File: config.mk
export PLATFORM = sky130hd
export DESIGN_NAME = mesh_node
export DESIGN_NICKNAME = d
export VERILOG_FILES = /design/src/noc_pkg.sv /design/src/qos_arbiter.sv /design/src/input_port.sv /design/src/output_port.sv /design/src/mesh_node.sv
export SDC_FILE = /design/constraint.sdc
export NUM_CORES = 1
export LEC_CHECK = 0
export BUFFER_PORTS_ARGS = -buffer_cell sky130_fd_sc_hd__clkbuf_2
export CAP_MARGIN = 20
export CORE_ASPECT_RATIO = 1.1
export CORE_MARGIN = 1
export CORE_UTILIZATION = 40
export DETAILED_ROUTE_END_ITERATION = 12
export PLACE_DENSITY = 0.57
export SETUP_SLACK_MARGIN = 0.1
export SLEW_MARGIN = 20
export SYNTH_ARGS = -nofsm -noshare
export SYNTH_HDL_FRONTEND = slang
export SYNTH_SLANG_ARGS = --single-unit
File: constraint.sdc
create_clock -name clk -period 10.9 [get_ports clk]
set_input_delay 2.18 -clock clk [delete_from_list [all_inputs] [get_ports clk]]
set_output_delay 2.18 -clock clk [all_outputs]
set_load 0.03 [all_outputs]
File: src/noc_pkg.sv
// shared types and constants for the mesh node
// coordinates, directions, flit layout and link bundle

package noc_pkg;

    // ==============================
    // mesh constants
    // ==============================
    localparam int unsigned COORD_W   = 3;  // up to 8x8 mesh
    localparam int unsigned NUM_PORTS = 5;  // local + four neighbours

    // ==============================
    // addressing
    // ==============================
    typedef logic [COORD_W-1:0] coord_t;

    // y grows northward, x grows eastward
    typedef struct packed {
        coord_t y;
        coord_t x;
    } node_addr_t;

    // port index, also used to index every per-port array
    typedef enum logic [2:0] {
        DIR_LOCAL = 3'd0,
        DIR_NORTH = 3'd1,
        DIR_SOUTH = 3'd2,
        DIR_EAST  = 3'd3,
        DIR_WEST  = 3'd4
    } dir_e;

    // ==============================
    // payload and links
    // ==============================

    // 23 bit flit, qos on top
    typedef struct packed {
        logic       qos;        // 1 = high priority class
        logic [1:0] pkt_type;   // carried through untouched
        node_addr_t src;
        node_addr_t tgt;
        logic [7:0] data;
    } flit_t;

    // one bit per port: requests, grants, readies
    typedef logic [NUM_PORTS-1:0] port_vec_t;

    // forward half of a link, rdy travels the other way
    typedef struct packed {
        logic  vld;
        flit_t flit;
    } link_t;

endpackage

File: src/qos_arbiter.sv
// five-way arbiter for one output port
// high qos requesters win, round-robin inside a class

`timescale 1ns/1ps

module qos_arbiter (
    input  logic               clk,
    input  logic               arst_n_i,
    input  noc_pkg::port_vec_t req_i,
    input  noc_pkg::port_vec_t qos_i,
    input  logic               advance_i,   // grant is taken this cycle
    output noc_pkg::port_vec_t gnt_o
);

    import noc_pkg::*;

    localparam int unsigned PTR_W = $clog2(NUM_PORTS);

    logic [PTR_W-1:0] ptr_q;     // first candidate next time
    logic [PTR_W-1:0] win_idx;
    port_vec_t        hi_req;
    port_vec_t        cand;

    // ==============================
    // class filter
    // ==============================
    assign hi_req = req_i & qos_i;
    assign cand   = (|hi_req) ? hi_req : req_i;   // low class only if no high

    // ==============================
    // rotate from pointer
    // ==============================
    always_comb begin : pick
        int unsigned idx;
        logic        found;
        gnt_o   = '0;
        win_idx = ptr_q;
        found   = 1'b0;
        for (int unsigned off = 0; off < NUM_PORTS; off++) begin
            idx = (ptr_q + off) % NUM_PORTS;
            if (!found && cand[idx]) begin
                found      = 1'b1;
                gnt_o[idx] = 1'b1;
                win_idx    = PTR_W'(idx);
            end
        end
    end

    // pointer moves just past the winner
    always_ff @(posedge clk or negedge arst_n_i) begin
        if (!arst_n_i) begin
            ptr_q <= '0;
        end else if (advance_i && |gnt_o) begin
            if (win_idx == PTR_W'(NUM_PORTS - 1)) begin
                ptr_q <= '0;                     // wrap
            end else begin
                ptr_q <= win_idx + 1'b1;
            end
        end
    end

    a_gnt_legal : assert property (@(posedge clk) disable iff (!arst_n_i)
        $onehot0(gnt_o) && ((gnt_o & ~req_i) == '0));

endmodule

File: src/input_port.sv
// one-entry input buffer of a mesh node port
// dimension-ordered XY route on the buffered target
// one-hot request toward the output ports, grant back

`timescale 1ns/1ps

module input_port #(
    parameter int unsigned   HP       = 0,                  // node x
    parameter int unsigned   VP       = 0,                  // node y
    parameter noc_pkg::dir_e PORT_DIR = noc_pkg::DIR_LOCAL
) (
    input  logic               clk,
    input  logic               arst_n_i,
    input  noc_pkg::link_t     in_link_i,
    output logic               in_rdy_o,
    output noc_pkg::port_vec_t req_o,
    input  noc_pkg::port_vec_t gnt_i,
    output noc_pkg::flit_t     flit_o
);

    import noc_pkg::*;

    localparam coord_t HERE_X = coord_t'(HP);
    localparam coord_t HERE_Y = coord_t'(VP);

    logic  full_q;      // buffer holds a flit
    flit_t buf_q;
    dir_e  route;
    logic  granted;

    // ==============================
    // buffer
    // ==============================
    assign granted  = |(gnt_i & req_o);   // leaves at the coming edge
    assign in_rdy_o = !full_q || granted; // no dependence on in vld

    always_ff @(posedge clk or negedge arst_n_i) begin
        if (!arst_n_i) begin
            full_q <= 1'b0;
        end else if (in_rdy_o) begin
            full_q <= in_link_i.vld;     // refill or drain
        end
    end

    always_ff @(posedge clk) begin
        if (in_rdy_o && in_link_i.vld) begin
            buf_q <= in_link_i.flit;
        end
    end

    assign flit_o = buf_q;

    // ==============================
    // XY route, x first
    // ==============================
    always_comb begin
        if (buf_q.tgt.x > HERE_X) begin
            route = DIR_EAST;
        end else if (buf_q.tgt.x < HERE_X) begin
            route = DIR_WEST;
        end else if (buf_q.tgt.y > HERE_Y) begin
            route = DIR_NORTH;
        end else if (buf_q.tgt.y < HERE_Y) begin
            route = DIR_SOUTH;
        end else begin
            route = DIR_LOCAL;            // arrived
        end
    end

    always_comb begin
        req_o = '0;
        if (full_q) begin
            req_o[route] = 1'b1;
        end
    end

    // one request per buffered flit
    a_req_onehot : assert property (@(posedge clk) disable iff (!arst_n_i)
        full_q |-> $onehot(req_o));

    // XY traffic never turns back toward the neighbour it came from
    a_no_uturn : assert property (@(posedge clk) disable iff (!arst_n_i)
        (PORT_DIR == DIR_LOCAL) || !req_o[PORT_DIR]);

    // output ports only grant what was asked for
    a_gnt_live : assert property (@(posedge clk) disable iff (!arst_n_i)
        (gnt_i & ~req_o) == '0);

endmodule

File: src/output_port.sv
// output stage of one mesh node port
// qos arbiter, granted flit select, one-entry registered slice

`timescale 1ns/1ps

module output_port (
    input  logic               clk,
    input  logic               arst_n_i,
    input  noc_pkg::port_vec_t req_i,      // one bit per input port
    input  noc_pkg::flit_t     flits_i [noc_pkg::NUM_PORTS],
    output noc_pkg::port_vec_t gnt_o,
    output noc_pkg::link_t     out_link_o,
    input  logic               out_rdy_i
);

    import noc_pkg::*;

    logic      vld_q;
    flit_t     flit_q;
    logic      space;      // slice takes a flit at the coming edge
    port_vec_t arb_req;
    port_vec_t qos_vec;
    port_vec_t gnt;
    flit_t     sel_flit;

    // ==============================
    // arbitration
    // ==============================
    assign space   = !vld_q || out_rdy_i;
    assign arb_req = space ? req_i : '0;   // no grant without room

    always_comb begin
        for (int unsigned i = 0; i < NUM_PORTS; i++) begin
            qos_vec[i] = flits_i[i].qos;
        end
    end

    qos_arbiter u_arb (
        .clk       ( clk      ),
        .arst_n_i  ( arst_n_i ),
        .req_i     ( arb_req  ),
        .qos_i     ( qos_vec  ),
        .advance_i ( space    ),
        .gnt_o     ( gnt      )
    );

    assign gnt_o = gnt;

    // one-hot grant, so an OR of the masked flits is the select
    always_comb begin
        sel_flit = '0;
        for (int unsigned i = 0; i < NUM_PORTS; i++) begin
            if (gnt[i]) begin
                sel_flit = sel_flit | flits_i[i];
            end
        end
    end

    // ==============================
    // output slice
    // ==============================
    always_ff @(posedge clk or negedge arst_n_i) begin
        if (!arst_n_i) begin
            vld_q <= 1'b0;
        end else if (space) begin
            vld_q <= |gnt;                // empties when drained with nothing new
        end
    end

    always_ff @(posedge clk) begin
        if (space && |gnt) begin
            flit_q <= sel_flit;
        end
    end

    assign out_link_o.vld  = vld_q;
    assign out_link_o.flit = flit_q;

    // back-pressured flit stays put
    a_hold : assert property (@(posedge clk) disable iff (!arst_n_i)
        (vld_q && !out_rdy_i) |=> (vld_q && $stable(flit_q)));

endmodule

File: src/mesh_node.sv
// one node of the 8x8 mesh
// five input ports, five output ports, request/grant crossbar

`timescale 1ns/1ps

module mesh_node #(
    parameter int unsigned HP = 0,   // x position, 0..7
    parameter int unsigned VP = 0    // y position, 0..7
) (
    input  logic               clk,
    input  logic               arst_n_i,
    input  noc_pkg::link_t     in_link_i  [noc_pkg::NUM_PORTS],
    output noc_pkg::port_vec_t in_rdy_o,
    output noc_pkg::link_t     out_link_o [noc_pkg::NUM_PORTS],
    input  noc_pkg::port_vec_t out_rdy_i
);

    import noc_pkg::*;

    flit_t     flits [NUM_PORTS];   // buffered flit per input
    port_vec_t req   [NUM_PORTS];   // req[in][out]
    port_vec_t gnt   [NUM_PORTS];   // gnt[out][in]
    port_vec_t req_t [NUM_PORTS];   // req_t[out][in]
    port_vec_t gnt_t [NUM_PORTS];   // gnt_t[in][out]

    // ==============================
    // crossbar transpose
    // ==============================
    for (genvar o = 0; o < NUM_PORTS; o++) begin : g_xo
        for (genvar i = 0; i < NUM_PORTS; i++) begin : g_xi
            assign req_t[o][i] = req[i][o];
            assign gnt_t[i][o] = gnt[o][i];
        end
    end

    // ==============================
    // input ports
    // ==============================
    for (genvar i = 0; i < NUM_PORTS; i++) begin : g_in
        input_port #(
            .HP       ( HP        ),
            .VP       ( VP        ),
            .PORT_DIR ( dir_e'(i) )
        ) u_in (
            .clk       ( clk          ),
            .arst_n_i  ( arst_n_i     ),
            .in_link_i ( in_link_i[i] ),
            .in_rdy_o  ( in_rdy_o[i]  ),
            .req_o     ( req[i]       ),
            .gnt_i     ( gnt_t[i]     ),
            .flit_o    ( flits[i]     )
        );
    end

    // ==============================
    // output ports
    // ==============================
    for (genvar o = 0; o < NUM_PORTS; o++) begin : g_out
        output_port u_out (
            .clk        ( clk           ),
            .arst_n_i   ( arst_n_i      ),
            .req_i      ( req_t[o]      ),
            .flits_i    ( flits         ),   // every input visible to every output
            .gnt_o      ( gnt[o]        ),
            .out_link_o ( out_link_o[o] ),
            .out_rdy_i  ( out_rdy_i[o]  )
        );
    end

endmodule

==> results.txt, run 1 <==
period utilization = 90.79%
clk_skew = 0.01623 ns
DP HPWL = 39910 um
IO Pins = 252
Startpoint Class = flip-flop
remaining antenna violation count = 0
Max Cap Violations = 0
RSZ-0062 raised after global routing = false
CP required = 8.72 ns
drt drc = 0
FMAX = 101.0 MHz
fraction of registers with async set/reset = 8.000%
syn avg cell area = 9.808 sq um
Area contributors post-synth = edfxtp_1 38%, ha_1 7.3%, a22oi_1 4.1%
Routability Congestion = 0.9256
Setup CP Type = flip-flop to output pin
worst-path fanout max = 19
CORE AREA = 40270 sq um
DR pass1 iterations = 8
setup repair bufs after CTS = 0
Slew Viols, Final = 0
CTS sink count = 225
global route overflow = 0
Die Height = 214.0 um
fin crit period = 9.896 ns
status = complete, no violations
# port buffers = 226
pin count of the biggest net entering global routing = 35
#FFs+latches synth = 225
sequential share of the synthesized area = 40.80%
synth warn = 0
# nets final = 2141
commonest cells in the netlist = 207 x edfxtp_1, 157 x nand2_1, 95 x ha_1
clk buf depth = 3
share of cells above drive strength 1 = 19.70%
Final Non-Filler Cells = 2453
initial antenna violation count = 8
# resized after CTS = 0
hold crit path type = flip-flop to flip-flop
Synth Flop Type = edfxtp_1
number of synthesized flops with an enable pin = 207
CTS H-tree lvls = 1
vias in the first global route = 14412
dpl cells = 2403
fillcell total = 3871
Routed WL = 55790 um
cell area after synthesis = 16340 sq um
Reg clk slew, reported paths = 0.06 ns
WL/cell = 22.74 um
Die W = 194.7 um
CTS tree = done
area growth from synthesis to layout = 15.78%
worst slew pin tran = 1.030 ns
cts hold-fix bufs = 0
Yosys cell types = 105
final setup violating endpoints = 0
Worst Path Arrival = 7.72 ns
most common cell in the netlist = edfxtp_1
area leader, netlist = edfxtp_1
Clk Latency, worst-skew pair = 0.55 ns
Initial DRC Count = 1699
final hold vios = 0
die area = 41660 sq um
Relative slew margins = 31.32%
setup TNS = 0 ns
top-area cell type share of the netlist area = 38.04%
gr usage total = 26.15%
TritonCTS Buffers = 26
via count = 14817
Crit. End Element = output pin
num rows = 77
clk root buf = clkbuf_16
first-pass GRT wire length = 84800 um
drt via density = 6.040
Post-Syn Instances = 1666
Starting Density = 40.58%
==> layout by cell type (no fill, tap or decap), drive strengths merged, types with 21 or more instances in the layout <==
| cell type | instances |
|---|---|
| clkbuf | 261 |
| edfxtp | 207 |
| nand2 | 159 |
| ha | 95 |
| nor2 | 90 |
| a22oi | 89 |
| conb | 79 |
| inv | 76 |
| nand3 | 72 |
| a21oi | 71 |
| o21ai | 57 |
| nor3 | 51 |
| mux2i | 33 |
| a31oi | 33 |
| nand4 | 32 |
| xnor2 | 31 |
| or3 | 29 |
| buf | 29 |
| a222oi | 28 |
| nor2b | 22 |
| nand2b | 21 |
==> registers in the layout (all words and copies together), names as in the netlist <==
name                     flops
g_out.u_out.vld_q            4
g_in.u_in.full_q             5
g_out.u_out.out_link_o      92
g_in.u_in.flit_o           115
g_out.u_out.u_arb.ptr_q      9
==> worst paths after layout <==
path	end	cells past startpoint	slack, ns	start
max	in_rdy_o[2]	21	1.00	g_out[0].u_out.u_arb.ptr_q[1]
max reg2reg	g_out[1].u_out.out_link_o[21]	24	2.54	g_out[1].u_out.u_arb.ptr_q[1]
max in group asynchronous	g_out[3].u_out.vld_q	1	8.75	arst_n_i
min reg2reg	g_out[2].u_out.vld_q	1	0.52	g_out[2].u_out.vld_q
min	g_out[2].u_out.vld_q	1	0.52	g_out[2].u_out.vld_q
min in group asynchronous	g_out[3].u_out.u_arb.ptr_q[1]	1	1.68	arst_n_i
==> logic make-up (layout without fill, tap and decap cells) <==
kind of cell	Yosys count	count (layout)	share of synthesized area (%)
other	1	85	0.02295
flip-flops	225	225	40.80
AO/OA/AOI/OAI	481	481	21.98
buffers and inverters	188	378	5.253
adder cells (fa/ha/maj)	96	96	7.397
multiplexers	53	53	3.515
XOR/XNOR	37	37	2.029
AND/OR/NAND/NOR	585	585	19.00
==> area by class of cell <==
type / instances / area, sq um / area share [%]
multi-input combinational: 1331 / 9164 / 48.44
sequential: 225 / 6666 / 35.24
timing repair buffer: 255 / 1349 / 7.129
clock buffer: 35 / 714.4 / 3.776
tap: 513 / 641.9 / 3.393
inverter: 79 / 296.5 / 1.567
clock inverter: 9 / 72.57 / 0.3836
antenna: 6 / 15.01 / 0.07936
==> worst max-delay path, stage by stage (launching register included) <==
cell	delay [ns]
dfrtp_1	0.69
clkinv_1	0.52
ha_1	0.76
inv_1	0.28
ha_1	0.29
or3_1	0.42
nand2_1	0.17
xnor2_1	0.24
ha_1	0.29
inv_1	0.05
o311ai_0	0.48
o211ai_1	0.24
a31o_2	0.26
a211o_1	0.33
a211oi_1	0.46
nand3_2	0.28
o31a_1	0.42
o31ai_4	0.06
buf_4	0.37
nor3_1	0.14
nand2_1	0.15
clkbuf_2	0.23
==> layer usage <==
metal	vias up	part of all wire, %	GRT usage (%)
met3	107	8.3	5.122
li1	6896	-	-
met2	724	47	42.95
met1	7086	42	33.84
met4	4	3.4	10.11
met5	-	0.041	0
==> metrics by stage <==
step / hold slack (ns) / instance area [sq um] / utilization (%) / setup WS, ns
final: 0.5174 / 18920 / 46.98 / 1.004
after global routing: 0.5539 / 18920 / 46.98 / 0.5376
after detailed placement: 0.5111 / 18120 / 44.99 / 1.697
after floorplan: 0.4655 / 16630 / - / 2.828
after global placement: 0.4862 / 18120 / 44.99 / 1.745
after CTS: 0.5284 / 18900 / 46.94 / 1.097
Power of run 1 is not shown: default switching activity piles up to over one toggle a cycle in this logic, so the estimate is an artifact.
==> run 2, diff against run 1 <==
- BUFFER_PORTS_ARGS: -buffer_cell sky130_fd_sc_hd__clkbuf_2 -> -buffer_cell sky130_fd_sc_hd__buf_2
==> run 2 against run 1 <==
Compared with the run above: sequential share of layout area about the same; core utilization barely moved; final cell count rose by 0.16%; global-route usage fell by 0.19 points; critical path type unchanged; largest cell class unchanged.
==> results.txt, run 2 (synthesis results as in run 1) <==
drt drc = 0
num rows = 77
FMAX = 102.2 MHz
Setup CP Type = flip-flop to output pin
Initial DRC Count = 1625
cts hold-fix bufs = 0
# nets final = 2140
vias in the first global route = 14105
sequential cell area = 6666 sq um
post-route cell area = 18900 sq um
pin count of the biggest net entering global routing = 35
TritonCTS Buffers = 25
Worst Path Arrival = 7.61 ns
share of cells above drive strength 1 = 19.60%
clk_skew = 0.01889 ns
period utilization = 89.78%
area growth from synthesis to layout = 15.69%
drt via density = 6.084
Largest register FFs = 115
die area = 41660 sq um
via count = 14949
IO Pins = 252
clk buf depth = 3
DP Worst Slack = 1.752 ns
area of the multi-input gates = 9164 sq um
DR pass1 iterations = 6
worst slew pin tran = 1.076 ns
# resized after CTS = 0
Relative slew margins = 28.29%
setup TNS = 0 ns
RSZ-0062 raised after global routing = false
CTS H-tree lvls = 1
Routed WL = 55720 um
remaining antenna violation count = 0
Max Cap Violations = 0
Starting Density = 40.58%
dpl cells = 2403
Routability Congestion = 0.9248
Crit. End Element = output pin
CP required = 8.72 ns
first-pass GRT wire length = 84260 um
commonest non-fill, non-tap cell in the layout = buf_2
WL/cell = 22.68 um
# port buffers = 226
final setup violating endpoints = 0
commonest cells after routing, fill and taps aside = 226 x buf_2, 207 x edfxtp_1, 157 x nand2_1
CTS sink count = 225
global route overflow = 0
gr usage total = 25.96%
Die Height = 214.0 um
clk root buf = clkbuf_16
Reg clk slew, reported paths = 0.06 ns
worst-path fanout max = 19
final hold vios = 0
DP HPWL = 39830 um
placed cell area = 18120 sq um
Startpoint Class = flip-flop
CORE AREA = 40270 sq um
initial antenna violation count = 15
status = complete, no violations
Slew Viols, Final = 0
setup slack after layout = 1.114 ns
Die W = 194.7 um
fin crit period = 9.786 ns
Clk Latency, worst-skew pair = 0.54 ns
fillcell total = 3837
hold crit path type = flip-flop to flip-flop
setup repair bufs after CTS = 0
CTS tree = done
Final Non-Filler Cells = 2457
-- run 2: area by class of cell --
cell class | instances | area share, %
clock inverters | 15 | 0.6420
clock buffers | 29 | 3.389
multi-input cells | 1331 | 48.47
inverters | 79 | 1.569
diodes | 10 | 0.1324
well taps | 513 | 3.395
flip-flops and latches | 225 | 35.26
repair buffers | 255 | 7.135
-- run 2: per-stage QoR --
step	hold WS [ns]	utilization, %
after floorplan	0.4655	-
after global placement	0.4832	44.99
after detailed placement	0.4888	44.99
after CTS	0.5067	46.88
after global routing	0.5286	46.94
final	0.4947	46.94
-- run 2: layer usage --
layer | wire, um | part of all wire (%) | track usage [%] | vias to the layer above
met4 | 1746 | 3.1 | 9.392 | 12
met3 | 4604 | 8.3 | 5.138 | 117
li1 | - | - | - | 6916
met2 | 26100 | 47 | 42.33 | 760
met1 | 23200 | 42 | 34.09 | 7144
met5 | 57 | 0.10 | 0 | -
-- run 2: critical path: stages (launching register included) --
cell      delay (ns)
dfrtp_1         0.69
clkinv_1        0.49
ha_1            0.73
inv_1           0.28
ha_1            0.30
or3_1           0.42
nand2_1         0.17
xnor2_1         0.25
ha_1            0.30
inv_1           0.05
o311ai_0        0.46
o211ai_1        0.24
a31o_2          0.27
a211o_1         0.33
a211oi_1        0.43
nand3_2         0.29
o31a_1          0.43
o31ai_4         0.06
buf_4           0.36
nor3_1          0.14
nand2_1         0.15
buf_2           0.22
-- run 2: final timing paths --
| check | start | endpoint | slack [ns] | cells after the start |
|---|---|---|---|---|
| min in group asynchronous | arst_n_i | g_out[3].u_out.u_arb.ptr_q[2] | 1.67 | 1 |
| worst min-delay path | g_out[2].u_out.vld_q | g_out[2].u_out.vld_q | 0.49 | 1 |
| worst max-delay path | g_out[0].u_out.u_arb.ptr_q[1] | in_rdy_o[2] | 1.11 | 21 |
| worst min register to register | g_out[2].u_out.vld_q | g_out[2].u_out.vld_q | 0.49 | 1 |
| worst max register to register | g_out[1].u_out.u_arb.ptr_q[1] | g_out[1].u_out.out_link_o[4] | 2.47 | 24 |
| max in group asynchronous | arst_n_i | g_in[3].u_in.full_q | 8.81 | 1 |
Power of run 2 is left out for the same reason.
